<file path="config.mk">
export PLATFORM = sky130hd
export DESIGN_NAME = alu_pipe_top
export DESIGN_NICKNAME = d
export VERILOG_FILES = /design/src/pipe_pkg.sv /design/src/pipe_ifs.sv /design/src/alu_pipe_top.sv /design/src/decode_stage.sv /design/src/execute_stage.sv /design/src/writeback_stage.sv
export SDC_FILE = /design/constraint.sdc
export NUM_CORES = 2
export LEC_CHECK = 0
export BUFFER_PORTS_ARGS = -buffer_cell sky130_fd_sc_hd__buf_2
export CORE_MARGIN = 8
export CORE_UTILIZATION = 45
export DETAILED_ROUTE_END_ITERATION = 7
export PLACE_DENSITY = 0.65
export SYNTH_ARGS = -nofsm -noshare
export SYNTH_HDL_FRONTEND = slang
export SYNTH_HIERARCHICAL = 1
export SYNTH_SLANG_ARGS = --single-unit
export TNS_END_PERCENT = 5
</file>
<file path="constraint.sdc">
create_clock -name clk -period 10.25 [get_ports clk]
set_input_delay 1.5375 -clock clk [delete_from_list [all_inputs] [get_ports clk]]
set_output_delay 1.5375 -clock clk [all_outputs]
set_load 0.05 [all_outputs]
</file>
<file path="src/pipe_pkg.sv">
// Encodings cover only the supported MIPS32 subset; anything else decodes to alu_bad
package pipe_pkg;

	// --------------------
	// Widths
	// --------------------
	localparam int word_w     = 32;
	localparam int reg_addr_w = 5;

	// --------------------
	// Opcodes
	// --------------------
	localparam logic [5:0] op_rtype = 6'h00; // SPECIAL, decoded by funct
	localparam logic [5:0] op_addi  = 6'h08;
	localparam logic [5:0] op_slti  = 6'h0a;
	localparam logic [5:0] op_andi  = 6'h0c;
	localparam logic [5:0] op_ori   = 6'h0d;
	localparam logic [5:0] op_lui   = 6'h0f;

	// R-type function codes
	localparam logic [5:0] fn_sll  = 6'h00;
	localparam logic [5:0] fn_srl  = 6'h02;
	localparam logic [5:0] fn_mul  = 6'h18; // Low word only
	localparam logic [5:0] fn_add  = 6'h20;
	localparam logic [5:0] fn_addu = 6'h21; // Same ALU op as add, no overflow flag
	localparam logic [5:0] fn_sub  = 6'h22;
	localparam logic [5:0] fn_and  = 6'h24;
	localparam logic [5:0] fn_or   = 6'h25;
	localparam logic [5:0] fn_xor  = 6'h26;
	localparam logic [5:0] fn_nor  = 6'h27;
	localparam logic [5:0] fn_slt  = 6'h2a;

	// --------------------
	// ALU control codes
	// --------------------
	typedef logic [3:0] alu_ctrl_t;

	localparam alu_ctrl_t alu_add = 4'h0;
	localparam alu_ctrl_t alu_sub = 4'h1;
	localparam alu_ctrl_t alu_and = 4'h2;
	localparam alu_ctrl_t alu_or  = 4'h3;
	localparam alu_ctrl_t alu_xor = 4'h4;
	localparam alu_ctrl_t alu_nor = 4'h5;
	localparam alu_ctrl_t alu_slt = 4'h6; // Unsigned compare
	localparam alu_ctrl_t alu_mul = 4'h7;
	localparam alu_ctrl_t alu_sll = 4'ha;
	localparam alu_ctrl_t alu_srl = 4'hb;
	localparam alu_ctrl_t alu_lui = 4'hc;
	localparam alu_ctrl_t alu_bad = 4'hf; // Illegal opcode or funct

	// --------------------
	// Instruction word views
	// --------------------
	typedef struct packed {
		logic [5:0]            opcode;
		logic [reg_addr_w-1:0] rs;
		logic [reg_addr_w-1:0] rt;
		logic [reg_addr_w-1:0] rd;
		logic [4:0]            shamt;
		logic [5:0]            funct;
	} r_fmt_t;

	typedef struct packed {
		logic [5:0]            opcode;
		logic [reg_addr_w-1:0] rs;
		logic [reg_addr_w-1:0] rt;
		logic [15:0]           imm;
	} i_fmt_t;

	// Same 32 bits, two layouts
	typedef union packed {
		r_fmt_t r;
		i_fmt_t i;
	} instr_u;

endpackage

</file>
<file path="src/pipe_ifs.sv">
// Point-to-point stage links only; no handshake, each signal is sampled on the next clk edge
`timescale 1ns/1ps

// --------------------
// Decode to execute
// --------------------
interface id_ex_if;
	import pipe_pkg::*;

	logic                  valid;
	alu_ctrl_t             alu_ctrl;
	logic [reg_addr_w-1:0] rs;
	logic [reg_addr_w-1:0] rt;
	logic [reg_addr_w-1:0] dest;     // rd or rt by format
	logic [word_w-1:0]     op_a;     // RF read of rs
	logic [word_w-1:0]     op_b;     // RF read of rt
	logic [word_w-1:0]     imm;      // Already extended
	logic                  use_imm;
	logic [4:0]            shamt;
	logic                  reg_write;

	modport source (output valid, alu_ctrl, rs, rt, dest, op_a, op_b, imm, use_imm,
		shamt, reg_write);
	modport sink (input valid, alu_ctrl, rs, rt, dest, op_a, op_b, imm, use_imm,
		shamt, reg_write);
endinterface

// --------------------
// Register file read port
// --------------------
interface rf_read_if;
	import pipe_pkg::*;

	logic [reg_addr_w-1:0] rs_addr;
	logic [reg_addr_w-1:0] rt_addr;
	logic [word_w-1:0]     rs_data; // Combinational, r0 reads 0
	logic [word_w-1:0]     rt_data;

	modport requester (output rs_addr, rt_addr, input rs_data, rt_data);
	modport responder (input rs_addr, rt_addr, output rs_data, rt_data);
endinterface

// --------------------
// Execute to writeback, plus forwarding back
// --------------------
interface ex_mem_if;
	import pipe_pkg::*;

	// Result path
	logic                  reg_write; // Valid already folded in
	logic [reg_addr_w-1:0] rd;
	logic [word_w-1:0]     result;
	logic                  zero;
	logic                  over;

	// Last write held in writeback
	logic                  fwd_en;
	logic [reg_addr_w-1:0] fwd_rd;
	logic [word_w-1:0]     fwd_data;

	modport execute (output reg_write, rd, result, zero, over,
		input fwd_en, fwd_rd, fwd_data);
	modport writeback (input reg_write, rd, result, zero, over,
		output fwd_en, fwd_rd, fwd_data);
endinterface

</file>
<file path="src/alu_pipe_top.sv">
// Fixed latency, results on wb_* one cycle after instr_valid is sampled; no back-pressure
`timescale 1ns/1ps

module alu_pipe_top (
	input  logic                              clk,
	input  logic                              rst_n,
	input  logic                              instr_valid,
	input  logic [pipe_pkg::word_w-1:0]       instr,
	input  logic                              flush,
	output logic                              wb_en,
	output logic [pipe_pkg::reg_addr_w-1:0]   wb_rd,
	output logic [pipe_pkg::word_w-1:0]       wb_data,
	output logic                              wb_zero,
	output logic                              wb_over
);

	// Stage links
	id_ex_if   idex_bus ();
	rf_read_if rf_bus ();
	ex_mem_if  exmem_bus ();

	decode_stage u_decode (
		.clk         (clk),
		.rst_n       (rst_n),
		.instr_valid (instr_valid),
		.instr       (instr),
		.flush       (flush),
		.rf          (rf_bus.requester),
		.idex        (idex_bus.source)
	);

	execute_stage u_execute (
		.clk   (clk),
		.rst_n (rst_n),
		.idex  (idex_bus.sink),
		.exmem (exmem_bus.execute)
	);

	writeback_stage u_writeback (
		.clk     (clk),
		.rst_n   (rst_n),
		.rf      (rf_bus.responder),
		.exmem   (exmem_bus.writeback),
		.wb_en   (wb_en),
		.wb_rd   (wb_rd),
		.wb_data (wb_data),
		.wb_zero (wb_zero),
		.wb_over (wb_over)
	);

endmodule

</file>
<file path="src/decode_stage.sv">
// One instruction per instr_valid strobe; flush kills the one being loaded, RF data may be stale
`timescale 1ns/1ps

module decode_stage (
	input  logic                            clk,
	input  logic                            rst_n,
	input  logic                            instr_valid,
	input  logic [pipe_pkg::word_w-1:0]     instr,
	input  logic                            flush,
	rf_read_if.requester                    rf,
	id_ex_if.source                         idex
);
	import pipe_pkg::*;

	instr_u                iw;        // Two views of the incoming word
	alu_ctrl_t             ctrl;
	logic                  use_imm;
	logic [reg_addr_w-1:0] dest;
	logic [word_w-1:0]     imm_ext;
	logic                  wr_ok;     // Legal op with nonzero destination

	assign iw = instr;

	// RF addresses straight from the word
	assign rf.rs_addr = iw.r.rs;
	assign rf.rt_addr = iw.r.rt;

	// --------------------
	// Decode
	// --------------------
	always_comb
	begin
		ctrl    = alu_bad;
		use_imm = 1'b1;
		dest    = iw.i.rt;                   // I-type writes rt
		imm_ext = {16'h0000, iw.i.imm};       // Zero extend unless told otherwise
		case (iw.r.opcode)
			op_rtype:
			begin
				use_imm = 1'b0;
				dest    = iw.r.rd;
				// Low bits of imm carry funct on to execute
				case (iw.r.funct)
					fn_sll:  ctrl = alu_sll;
					fn_srl:  ctrl = alu_srl;
					fn_add:  ctrl = alu_add;
					fn_addu: ctrl = alu_add;
					fn_sub:  ctrl = alu_sub;
					fn_and:  ctrl = alu_and;
					fn_or:   ctrl = alu_or;
					fn_xor:  ctrl = alu_xor;
					fn_nor:  ctrl = alu_nor;
					fn_slt:  ctrl = alu_slt;
					fn_mul:  ctrl = alu_mul;
					default: ctrl = alu_bad;
				endcase
			end
			op_addi:
			begin
				ctrl    = alu_add;
				imm_ext = {{16{iw.i.imm[15]}}, iw.i.imm}; // Sign extend
			end
			op_slti:
			begin
				ctrl    = alu_slt;
				imm_ext = {{16{iw.i.imm[15]}}, iw.i.imm};
			end
			op_andi: ctrl = alu_and;
			op_ori:  ctrl = alu_or;
			op_lui:  ctrl = alu_lui;  // Shift by 16 done in execute
			default: ctrl = alu_bad;
		endcase
	end

	assign wr_ok = (ctrl != alu_bad) && (dest != '0);

	// --------------------
	// ID/EX register
	// --------------------
	always_ff @(posedge clk)
	begin
		if (!rst_n)
		begin
			idex.valid     <= 1'b0;
			idex.reg_write <= 1'b0;
		end
		else
		begin
			idex.valid     <= instr_valid & ~flush;
			idex.reg_write <= instr_valid & ~flush & wr_ok;
		end
	end

	// Payload, loaded only with a new instruction
	always_ff @(posedge clk)
	begin
		if (instr_valid)
		begin
			idex.alu_ctrl <= ctrl;
			idex.rs       <= iw.r.rs;
			idex.rt       <= iw.r.rt;
			idex.dest     <= dest;
			idex.op_a     <= rf.rs_data;
			idex.op_b     <= rf.rt_data;
			idex.imm      <= imm_ext;
			idex.use_imm  <= use_imm;
			idex.shamt    <= iw.r.shamt;
		end
	end

endmodule

</file>
<file path="src/execute_stage.sv">
// Forwards from EX/MEM then last write; SLT is unsigned, MUL keeps low word, overflow never traps
`timescale 1ns/1ps

module execute_stage (
	input  logic          clk,
	input  logic          rst_n,
	id_ex_if.sink         idex,
	ex_mem_if.execute     exmem
);
	import pipe_pkg::*;

	logic [word_w-1:0] rs_val;   // rs after forwarding
	logic [word_w-1:0] rt_val;   // rt after forwarding
	logic [word_w-1:0] a;
	logic [word_w-1:0] b;
	logic [word_w-1:0] sum;
	logic [word_w-1:0] diff;
	logic [word_w-1:0] res;
	logic              chk_add;  // ADD or ADDI, not ADDU
	logic              ovf;

	// Newest producer wins, r0 never forwarded
	function automatic logic [word_w-1:0] fwd_pick(
		input logic [reg_addr_w-1:0] src,
		input logic [word_w-1:0]     rd_data
	);
		if (exmem.reg_write && (exmem.rd != '0) && (exmem.rd == src))
			return exmem.result;
		if (exmem.fwd_en && (exmem.fwd_rd != '0) && (exmem.fwd_rd == src))
			return exmem.fwd_data;
		return rd_data;
	endfunction

	// --------------------
	// Operand select
	// --------------------
	always_comb
	begin
		rs_val = fwd_pick(idex.rs, idex.op_a);
		rt_val = fwd_pick(idex.rt, idex.op_b);
	end

	// Shifts take shamt as operand a
	assign a = ((idex.alu_ctrl == alu_sll) || (idex.alu_ctrl == alu_srl)) ?
		{{(word_w-5){1'b0}}, idex.shamt} : rs_val;
	assign b = idex.use_imm ? idex.imm : rt_val;

	// --------------------
	// ALU
	// --------------------
	assign sum  = a + b;
	assign diff = a - b;

	always_comb
	begin
		case (idex.alu_ctrl)
			alu_add: res = sum;
			alu_sub: res = diff;
			alu_and: res = a & b;
			alu_or:  res = a | b;
			alu_xor: res = a ^ b;
			alu_nor: res = ~(a | b);
			alu_slt: res = (a < b) ? 32'd1 : 32'd0; // Unsigned
			alu_mul: res = a * b;                   // Truncated to 32 bits
			alu_sll: res = b << a[4:0];
			alu_srl: res = b >> a[4:0];
			alu_lui: res = b << 16;
			default: res = '0;                      // alu_bad
		endcase
	end

	// R-type keeps funct in imm[5:0], so ADDU can be told apart
	assign chk_add = (idex.alu_ctrl == alu_add) &&
		(idex.use_imm || (idex.imm[5:0] != fn_addu));

	// Signed overflow from sign bits
	always_comb
	begin
		ovf = 1'b0;
		if (chk_add)
			ovf = (a[word_w-1] == b[word_w-1]) && (sum[word_w-1] != a[word_w-1]);
		else if (idex.alu_ctrl == alu_sub)
			ovf = (a[word_w-1] != b[word_w-1]) && (diff[word_w-1] != a[word_w-1]);
	end

	// --------------------
	// EX/MEM register
	// --------------------
	always_ff @(posedge clk)
	begin
		if (!rst_n)
			exmem.reg_write <= 1'b0;
		else
			exmem.reg_write <= idex.valid & idex.reg_write;
	end

	always_ff @(posedge clk)
	begin
		if (idex.valid)
		begin
			exmem.rd     <= idex.dest;
			exmem.result <= res;
			exmem.zero   <= (res == '0);
			exmem.over   <= ovf;
		end
	end

endmodule

</file>
<file path="src/writeback_stage.sv">
// RF cleared by reset, r0 hardwired to zero; reads are combinational and see writes a cycle late
`timescale 1ns/1ps

module writeback_stage (
	input  logic                              clk,
	input  logic                              rst_n,
	rf_read_if.responder                      rf,
	ex_mem_if.writeback                       exmem,
	output logic                              wb_en,
	output logic [pipe_pkg::reg_addr_w-1:0]   wb_rd,
	output logic [pipe_pkg::word_w-1:0]       wb_data,
	output logic                              wb_zero,
	output logic                              wb_over
);
	import pipe_pkg::*;

	logic [word_w-1:0] regs [0:(1<<reg_addr_w)-1];
	logic              do_write;

	assign do_write = exmem.reg_write && (exmem.rd != '0); // r0 stays zero

	// --------------------
	// Register file
	// --------------------
	always_ff @(posedge clk)
	begin
		if (!rst_n)
		begin
			for (int i = 0; i < (1 << reg_addr_w); i++)
				regs[i] <= '0;
		end
		else if (do_write)
			regs[exmem.rd] <= exmem.result;
	end

	assign rf.rs_data = (rf.rs_addr == '0) ? '0 : regs[rf.rs_addr];
	assign rf.rt_data = (rf.rt_addr == '0) ? '0 : regs[rf.rt_addr];

	// --------------------
	// Last write, for forwarding
	// --------------------
	always_ff @(posedge clk)
	begin
		if (!rst_n)
			exmem.fwd_en <= 1'b0;
		else if (do_write)
			exmem.fwd_en <= 1'b1; // Stays set, always the newest write
	end

	always_ff @(posedge clk)
	begin
		if (do_write)
		begin
			exmem.fwd_rd   <= exmem.rd;
			exmem.fwd_data <= exmem.result;
		end
	end

	// Result ports straight off EX/MEM
	assign wb_en   = exmem.reg_write;
	assign wb_rd   = exmem.rd;
	assign wb_data = exmem.result;
	assign wb_zero = exmem.zero;
	assign wb_over = exmem.over;

endmodule
</file>
==> results.md <==
* Commonest non-fill, non-tap cells in the layout: edfxtp_1, and2_1, buf_4
* Drt wl/cell at 36.7 um
* Most used DFF post-synth: edfxtp_1
* Period minus WS final at 10030 ps
* Initial DRT Pass Iterations at 8
* Startpoint type of the worst setup path: flip-flop
* Peak Freq at 0.0997 GHz
* Mapped Cells at 7237
* Proportion of layout cells with a drive suffix above 1 at 20.1%
* Top cell type's share of synthesized area at 41.8%
* Post-Route WL at 366000 um
* Crit-path max cell delay at 590 ps
* Yosys cell types at 105
* Chip width at 454 um
* R2r startpoint: u_execute/exmem.rd[3]
* Routed Antenna Nets at 0
* Grt total ovfl at 0
* Total GRT Usage at 34.7%
* Register area share after synthesis at 41.9%
* Clock transition at path regs at 60 ps
* # hold bufs at CTS at 0
* Max cap viols at 1
* Syn avg cell area at 11.9 um^2
* Final Hold Slack at 421 ps
* Worst setup path end: u_execute/exmem.zero
* Pre-CTS WS at -149 ps
* Status: finished with violations
* R2r setup slk at 220 ps
* Worst-path fanout max at 31
* CP arrival at 10680 ps
* Commonest non-fill, non-tap cell in the layout: edfxtp_1
* RR Endpoint: u_execute/exmem.zero
* Area grow syn2layout at 11.2%
* Slowest cell on the critical path: or4_4
* Setup ws final at 217 ps
* Vias in the first global route at 65230
* Tcrit/Tclk final at 97.9%
* Final setup violation count at 0
* Hold Vio Cnt, Final at 0
* I/O pin cnt at 76
* Reg2reg path depth at 37
* CTS root buffer: clkbuf_16
* Layout net count at 7995
* Cell area after synthesis at 86300 um^2
* Hold path cells at 0
* Yosys reg bits at 1205
* Slew Limit Fails at 2
* Largest net degree at the start of global routing at 90
* Data required, critical path at 10900 ps
* Ys async rst share at 0%
* Final instance area at 96000 um^2
* Setup clock skew after layout at 71.2 ps
* CTS buffer count at 134
* DR vias at 66134
* 1st-iter DRT viols at 9652
* HPWL after DPL at 254000 um
* CTS tree: built
* CP endpoint kind: flip-flop
* Crit path top cell by count: fa_1
* Post-synth EDFFs at 1201
* DR vias/cell at 6.64
* Worst-Margin Slew at 1590 ps
* Die area at 206000 um^2
* Yosys top cell by area: edfxtp_1
* Die Height at 454 um
* Placed Instance Area at 91400 um^2
* Skew-Pair Late Insertion Delay at 840 ps
* Starting Density at 45.3%
* Port Buffer Count at 75
* Min-Delay Path Class: flip-flop to flip-flop
* Rows at 160
* Core area at 190000 um^2
* Drc violations at 0
* Routability Congestion at 1.07
* Critical Path Source: u_execute/exmem.rd[3]
* Slew margin rel. at -8.63%
* CTS H-tree depth at 4
* Clk buf depth at 3
* Yosys warns at 6
* Antenna violations before repair at 21
* Failing checks: max-capacitance violations, max-slew violations
* First-pass GRT wire length at 505000 um
* Type of the worst setup path: flip-flop to flip-flop
* Clock sinks at 1205
* Largest cells by area after synthesis: edfxtp_1, mux4_2, fa_1, and2_1, ha_1
==> what timing repair did <==
item	in CTS	in global routing
setup endpoints to repair	2	4
gates resized for setup	3	32
gates cloned	0	1
pin swaps	0	9
buffers inserted	0	13
==> final cells by class <==
class                      instances  area [um^2]
sequential                      1205        36100
clock buffer                     172         3550
multi-input combinational       4875        45800
timing repair buffer             604         4650
clock inverter                    71          703
fill                           16576        94400
inverter                         508         1920
antenna                           19         47.5
tap                             2511         3140
timing repair inverter             1         5.00
==> metal layers <==
metal  share of wire [%]  vias up  track usage, %
met2                  46     4836            55.7
met4                 8.8        8            23.6
met5               0.015        -               0
met1                  35    33484            41.8
met3                  11     1325            7.89
li1                    -    26481               -
==> registers in the layout, indices dropped and copies added, names as in the netlist <==
name                        flops
u_writeback/regs             1024
u_decode/idex.op_a             32
u_decode/idex.op_b             32
u_execute/exmem.result         32
u_writeback/exmem.fwd_data     32
u_decode/idex.imm              17
u_decode/idex.dest              5
u_decode/idex.rs                5
u_decode/idex.rt                5
u_execute/exmem.rd              5
u_writeback/exmem.fwd_rd        5
u_decode/idex.alu_ctrl          4
u_decode/idex.reg_write         1
u_decode/idex.use_imm           1
u_decode/idex.valid             1
u_execute/exmem.over            1
u_execute/exmem.reg_write       1
u_execute/exmem.zero            1
u_writeback/exmem.fwd_en        1
==> critical path, delay by kind of cell (launching register included) <==
| kind | cells | cell delay (ps) |
|---|---|---|
| compound gates | 8 | 1820 |
| xor+xnor | 1 | 350 |
| fa+ha+maj | 9 | 3470 |
| buf+inv | 9 | 1350 |
| flops | 1 | 380 |
| simple gates | 10 | 2500 |
==> Yosys cell counts (36+ instances only) <==
library cell and n:
a2111oi_0 72, a211oi_1 51, a21oi_1 155, a221oi_1 43, a22o_1 56, a22oi_1 37
a31oi_1 36, and2_1 1004, and3_1 44, buf_1 49, buf_2 80, buf_4 108
clkbuf_1 418, edfxtp_1 1201, fa_1 410, ha_1 220, inv_1 487, mux2_2 44
mux2i_1 155, mux4_2 478, nand2_1 364, nand3_1 60, nor2_1 504, nor3_1 164
nor4_1 66, o21ai_0 146, o22ai_1 125, xnor2_1 95
==> worst min-delay path by stage <==
stage | start | end | slack, ps
floorplan | u_decode/idex.dest[0] | u_execute/exmem.rd[0] | 400
global placement | u_decode/idex.dest[0] | u_execute/exmem.rd[0] | 420
detailed placement | u_decode/idex.dest[0] | u_execute/exmem.rd[0] | 400
CTS | u_decode/idex.dest[0] | u_execute/exmem.rd[0] | 420
global route | u_decode/idex.dest[0] | u_execute/exmem.rd[0] | 420
finish | u_decode/idex.dest[0] | u_execute/exmem.rd[0] | 420
==> metrics by stage <==
| stage | util (%) | std cells | TNS [ps] |
|---|---|---|---|
| 6_report | 50.4 | 9966 | 0 |
| 5_1_grt | 50.4 | 9947 | -33.7 |
| 4_1_cts | 50.3 | 9933 | 0 |
| 3_5_place_dp | 48.0 | 9690 | -150 |
| 3_3_place_gp | 48.0 | 9690 | -346 |
| 2_1_floorplan | - | 7268 | 0 |
==> logic make-up after synthesis <==
family | Yosys count | share of synthesized area, %
muxes | 677 | 14.8
and+or+nand+nor | 2354 | 14.4
other | 1 | 0.00435
DFF | 1205 | 41.9
xor gates and xnor gates | 117 | 1.24
adders and majority gates | 630 | 12.7
buffers and inverters | 1188 | 5.97
AOI/OAI and AO/OA | 1065 | 8.98
Power is left out: the tool's default activity adds up to more than one toggle a clock period on the data nets, which glitch-free logic cannot reach.
